<file path="config.mk">
export PLATFORM = sky130hd
export DESIGN_NAME = dir_predictor
export DESIGN_NICKNAME = d
export VERILOG_FILES = /design/src/bp_consts.svh /design/src/bp_pkg.sv /design/src/dir_predictor.sv
export SDC_FILE = /design/constraint.sdc
export NUM_CORES = 1
export LEC_CHECK = 0
export BUFFER_PORTS_ARGS = -buffer_cell sky130_fd_sc_hd__buf_4
export CORE_AREA = 5 5 42 44
export DETAILED_ROUTE_END_ITERATION = 16
export DIE_AREA = 0 0 47 49
export MAX_ROUTING_LAYER = met4
export PLACE_DENSITY = 0.51
export SLEW_MARGIN = 15
export SYNTH_ARGS = -nofsm -noshare
export SYNTH_HDL_FRONTEND = slang
export SYNTH_SLANG_ARGS = --single-unit
</file>
<file path="constraint.sdc">
create_clock -name clk -period 1 [get_ports clk]
set_input_delay 0 -clock clk [delete_from_list [all_inputs] [get_ports clk]]
set_output_delay 0 -clock clk [all_outputs]
set_load 0.02 [all_outputs]
</file>
<file path="src/bp_consts.svh">
// sizes of the predictor; the index field must fit inside the pc width above the stride bits
`ifndef BP_CONSTS_SVH
`define BP_CONSTS_SVH

// width of fetch and target addresses
`define BP_PC_WIDTH 32

// table index bits, 256 fetch-pair slots
`define BP_INDEX_WIDTH 8

// lowest pc bit of the index
// bits below it address inside the fetch pair
`define BP_INDEX_LSB 3

// fall-through increment, two 32-bit instructions per fetch
`define BP_FETCH_STRIDE 8

`endif

</file>
<file path="src/bp_pkg.sv">
// enum types only; encodings are fixed because the predecoder and the counters rely on them
`default_nettype none

package bp_pkg;

    // predecoder class of the instruction at the fetch pc
    typedef enum logic [1:0] {
        br_none     = 2'd0,
        br_uncond   = 2'd1,
        br_relative = 2'd2,
        br_indirect = 2'd3
    } branch_type_e;

    // 2-bit direction counter
    // bit 0 low means the counter predicts taken
    typedef enum logic [1:0] {
        ctr_strong_taken     = 2'b00,
        ctr_strong_not_taken = 2'b01,
        ctr_weak_taken       = 2'b10,
        ctr_weak_not_taken   = 2'b11
    } counter_state_e;

    // which counter drives the direction
    // sel_static is only ever the reset state
    typedef enum logic [1:0] {
        sel_static = 2'd0,
        sel_easy   = 2'd1,
        sel_hard   = 2'd2
    } chooser_e;

endpackage : bp_pkg

`default_nettype wire

</file>
<file path="src/dir_predictor.sv">
// one global direction state shared by all branches; it predicts not taken until the first resolve
`timescale 1ns/100ps
`default_nettype none

module dir_predictor
    import bp_pkg::*;
(
    input  logic clk,
    input  logic rstn,
    input  logic resolve_valid,
    input  logic fact_taken,
    input  logic dir_fail,
    output logic dir_taken
);

    counter_state_e easy_q;
    counter_state_e easy_d;
    counter_state_e hard_q;
    counter_state_e hard_d;
    logic [1:0]     score_q;
    logic [1:0]     score_d;
    chooser_e       mode_q;
    logic           hit;

    function automatic logic ctr_taken(input counter_state_e ctr);
        return (ctr == ctr_strong_taken) || (ctr == ctr_weak_taken);
    endfunction

    assign hit = ~dir_fail;

    // easy counter jumps straight to the outcome side
    always_comb begin
        if (fact_taken) begin
            easy_d = ctr_taken(easy_q) ? ctr_strong_taken : ctr_weak_taken;
        end else begin
            easy_d = ctr_taken(easy_q) ? ctr_weak_not_taken : ctr_strong_not_taken;
        end
    end

    // hard counter saturates, one step per resolve
    always_comb begin
        case (hard_q)
            ctr_strong_taken: begin
                hard_d = fact_taken ? ctr_strong_taken : ctr_weak_taken;
            end
            ctr_weak_taken: begin
                hard_d = fact_taken ? ctr_strong_taken : ctr_weak_not_taken;
            end
            ctr_weak_not_taken: begin
                hard_d = fact_taken ? ctr_weak_taken : ctr_strong_not_taken;
            end
            ctr_strong_not_taken: begin
                hard_d = fact_taken ? ctr_weak_not_taken : ctr_strong_not_taken;
            end
            default: begin
                hard_d = ctr_weak_taken;
            end
        endcase
    end

    // chooser score; misses push it across the top bit, hits settle it
    always_comb begin
        case (score_q)
            2'd0:    score_d = hit ? 2'd0 : 2'd1;
            2'd1:    score_d = hit ? 2'd0 : 2'd2;
            2'd2:    score_d = hit ? 2'd3 : 2'd1;
            default: score_d = hit ? 2'd3 : 2'd2;
        endcase
    end

    always_ff @(posedge clk or negedge rstn) begin
        if (!rstn) begin
            easy_q  <= ctr_weak_taken;
            hard_q  <= ctr_weak_taken;
            score_q <= 2'd0;
            mode_q  <= sel_static;
        end else if (resolve_valid) begin
            easy_q  <= easy_d;
            hard_q  <= hard_d;
            score_q <= score_d;
            // mode follows the updated score, never returns to static
            mode_q  <= score_d[1] ? sel_easy : sel_hard;
        end
    end

    always_comb begin
        case (mode_q)
            sel_easy: begin
                dir_taken = ctr_taken(easy_q);
            end
            sel_hard: begin
                dir_taken = ctr_taken(hard_q);
            end
            sel_static: begin
                dir_taken = 1'b0;
            end
            default: begin
                dir_taken = 1'b0;
            end
        endcase
    end

endmodule : dir_predictor

`default_nettype wire

</file>
==> results.rst <==
.. list-table::
   :header-rows: 1

   * - Metric
     - Value
   * - Status
     - finished, violations left
   * - Violated checks
     - negative setup slack
   * - Area enclosed by the die boundary
     - 2300 um^2
   * - Type of element launching the critical path
     - register
   * - Clock-pin slew of the registers on the worst-case setup and hold paths
     - 0.05 ns
   * - Total design power
     - 1.23 mW
   * - RSZ-0062 raised after global routing
     - yes
   * - Die height
     - 49 um
   * - Root Buffer
     - sky130_fd_sc_hd__clkbuf_4
   * - Number of clock buffers inserted by TritonCTS
     - 3
   * - Initial core utilization
     - 0.229
   * - Post-route fraction of the period consumed by the critical path
     - 1.20
   * - Fraction of the yosys area taken by sequential cells
     - 0.473
   * - Mapped Avg Cell Area
     - 11.9 um^2
   * - Family with the most delay on the worst path
     - flip-flops
   * - Count of distinct cell types in the synthesized netlist
     - 16
   * - Reg-to-Reg Start
     - mode_q[1]
   * - Post-synthesis cell area
     - 320 um^2
   * - Commonest non-fill, non-tap cells in the layout
     - 7 x sky130_fd_sc_hd__buf_4, 4 x sky130_fd_sc_hd__dfrtp_1, 4 x sky130_fd_sc_hd__buf_6
   * - Detailed placement HPWL
     - 431 um
   * - Worst slack at placement
     - 0.0193 ns
   * - Arrival time at the worst endpoint
     - 1.20 ns
   * - Via count of the first global-routing pass
     - 294
   * - Reg2reg setup slack
     - -0.13 ns
   * - DRT iter0 DRCs
     - 0
   * - Register-to-Register Path Depth
     - 6
   * - Static Leakage
     - 0.234 nW
   * - Endpoint class of the critical path
     - output pin
   * - Startpoint-to-endpoint class of the critical path
     - reg2out
   * - Total Wirelength
     - 703 um
   * - Footprint of the multi-input gates
     - 194 um^2
   * - CTS tree
     - done
   * - Count of unresolved DRC violations after routing
     - 0
   * - Cells after synthesis
     - 27
   * - Clock latency at the later pin of the worst-skew pair
     - 0.25 ns
   * - Count of TritonRoute iterations in the first routing pass
     - 1
   * - Utilization after layout
     - 0.370
   * - Share of post-route cells with drive strength above 1
     - 0.605
   * - Critical Path Max Stage Delay
     - 0.42 ns
   * - Wire length per cell after detailed routing
     - 11.9 um
   * - Antenna cell count
     - 0
   * - Via-per-instance ratio
     - 4.27
   * - Routability Congestion
     - 0.748
   * - Critical path startpoint
     - mode_q[1]
   * - Final Hold Fails
     - 0
   * - Area of the placeable core
     - 1400 um^2
   * - Number of filler cells placed in the layout
     - 157
   * - Placement Cell Area
     - 378 um^2
   * - Stages on the worst setup path
     - 5
   * - CTS H-tree depth
     - 1
   * - Power per Cell Area
     - 2380 nW/um^2
   * - Number of buffers and inverters on the critical path
     - 2
   * - Site row count
     - 14
   * - Post-synth net total
     - 34
   * - Max capacitance violation total
     - 0
   * - Most common cell after layout, fill and taps aside
     - sky130_fd_sc_hd__buf_4
   * - Number of sinks handled by clock tree synthesis
     - 6
   * - Critical path cell sequence
     - inv_2, ha_4, nand2b_4, a21oi_2, buf_6
   * - Setup violation total in the final timing report
     - 3
   * - Area taken by flip-flops and latches
     - 153 um^2
   * - Data required time at the worst endpoint
     - 1.00 ns
   * - Fin Setup TNS
     - -0.391 ns
   * - Initial antenna violation count
     - 0
   * - Wire length of the first global-routing pass
     - 1.28 mm
   * - Number of slew-limit violations in the final report
     - 0
   * - Capturing point of the worst reg2reg path
     - mode_q[1]
   * - Maximum number of pins on one net before global-route repair
     - 10
   * - Horiz. Die Dim
     - 47 um
   * - Worst setup path endpoint
     - dir_taken
   * - Hold crit path type
     - in2reg
   * - Total non-filler cell area in the finished layout
     - 518 um^2
   * - Layout-stage area growth over the synthesis result
     - 61.7%
   * - Peak ir drop on the vdd network
     - 0.930 mV
   * - Total overflow reported by the global router
     - 0
   * - Post-detailed-route count of antenna-violating nets
     - 0
   * - Buffer depth of the longest clock path
     - 2
   * - Port buffer count
     - 5
   * - Worst clock skew on the final layout
     - 0.0122 ns
   * - Minimum clock period
     - 1.20 ns
   * - Peak clock frequency supported by timing
     - 0.830 GHz
   * - Critical-path cell with the highest stage delay
     - sky130_fd_sc_hd__dfrtp_1
   * - Fin worst setup slack
     - -0.204 ns
   * - Total global routing track utilization
     - 0.0813
   * - Number of synthesized register bits
     - 6
   * - Total number of yosys warnings
     - 0
   * - Transition time at the pin with the least slew margin
     - 0.165 ns
   * - Vias after detailed routing
     - 252
   * - Number of nets in the layout
     - 51
   * - Num ports
     - 6
   * - Max_slew headroom
     - 0.889
   * - CP max FO
     - 2
[repair_timing]
item                                    CTS  global route
endpoints found under the setup margin    1             4
hold buffers                              2             0
setup buffers                             5             0
pin swaps                                 2             1
hold endpoints to repair                  8             0
gates resized for setup                   5             7
[metal layers]
layer / wire (um) / track usage / vias up
met3: 23 / 0.0221 / 0
met4: 0 / 0.0553 / 0
met1: 265 / 0.0962 / 124
met2: 413 / 0.115 / 4
li1: - / - / 124
met5: 0 / - / -
[metrics by stage]
| stage | instances | hold WS (ns) |
|---|---|---|
| 2_1_floorplan | 27 | -0.296 |
| 3_3_place_gp | 48 | -0.192 |
| 3_5_place_dp | 48 | -0.186 |
| 4_1_cts | 59 | 0.0115 |
| 5_1_grt | 59 | 0.0317 |
| 6_report | 59 | 0.0173 |
[synthesized netlist by cell type]
library cell               n  area, um^2
sky130_fd_sc_hd__dfrtp_1   5         125
sky130_fd_sc_hd__a21oi_1   3        15.0
sky130_fd_sc_hd__nand2b_1  3        18.8
sky130_fd_sc_hd__ha_1      2        25.0
sky130_fd_sc_hd__inv_1     2        7.51
sky130_fd_sc_hd__mux2_4    2        30.0
sky130_fd_sc_hd__a31oi_1   1        6.26
sky130_fd_sc_hd__buf_6     1        11.3
sky130_fd_sc_hd__dfstp_2   1        26.3
sky130_fd_sc_hd__mux2_1    1        11.3
sky130_fd_sc_hd__mux2i_1   1        10.0
sky130_fd_sc_hd__nand2_2   1        6.26
sky130_fd_sc_hd__nand3b_1  1        7.51
sky130_fd_sc_hd__nor2_1    1        3.75
sky130_fd_sc_hd__o211ai_1  1        7.51
sky130_fd_sc_hd__xnor2_1   1        8.76
[area by class of cell]
class	count	share of cell area
tap	16	0.0386
inverter	2	0.0145
multi-input combinational	18	0.374
clock buffer	4	0.0507
sequential	6	0.295
timing repair buffer	13	0.227
[cell families after synthesis]
family / after synthesis / synth area share
AOI/OAI and AO/OA: 5 / 0.0899
xor gates and xnor gates: 1 / 0.0273
adders and majority gates: 2 / 0.0781
buffers and inverters: 3 / 0.0586
DFF: 6 / 0.473
muxes: 4 / 0.160
and+or+nand+nor: 6 / 0.113
[where the power goes]
| part | internal (mW) | switching (mW) | total (mW) |
|---|---|---|---|
| clock | 0.151 | 0.0933 | 0.245 |
| sequential | 0.343 | 0.0888 | 0.431 |
| combinational | 0.361 | 0.198 | 0.558 |
[worst min path at each step]
| stage | from | end | slack [ns] | cells after the start |
|---|---|---|---|---|
| after floorplan | rstn | asynchronous set/reset pin | -0.30 | 0 |
| after global placement | rstn | easy_q[0] | -0.19 | 1 |
| after detailed placement | rstn | mode_q[1] | -0.19 | 1 |
| after CTS | resolve_valid | easy_q[0] | 0.01 | 2 |
| after global routing | resolve_valid | easy_q[0] | 0.03 | 2 |
| final | resolve_valid | easy_q[0] | 0.02 | 2 |
Note: power is estimated with default switching activity, not from simulation.
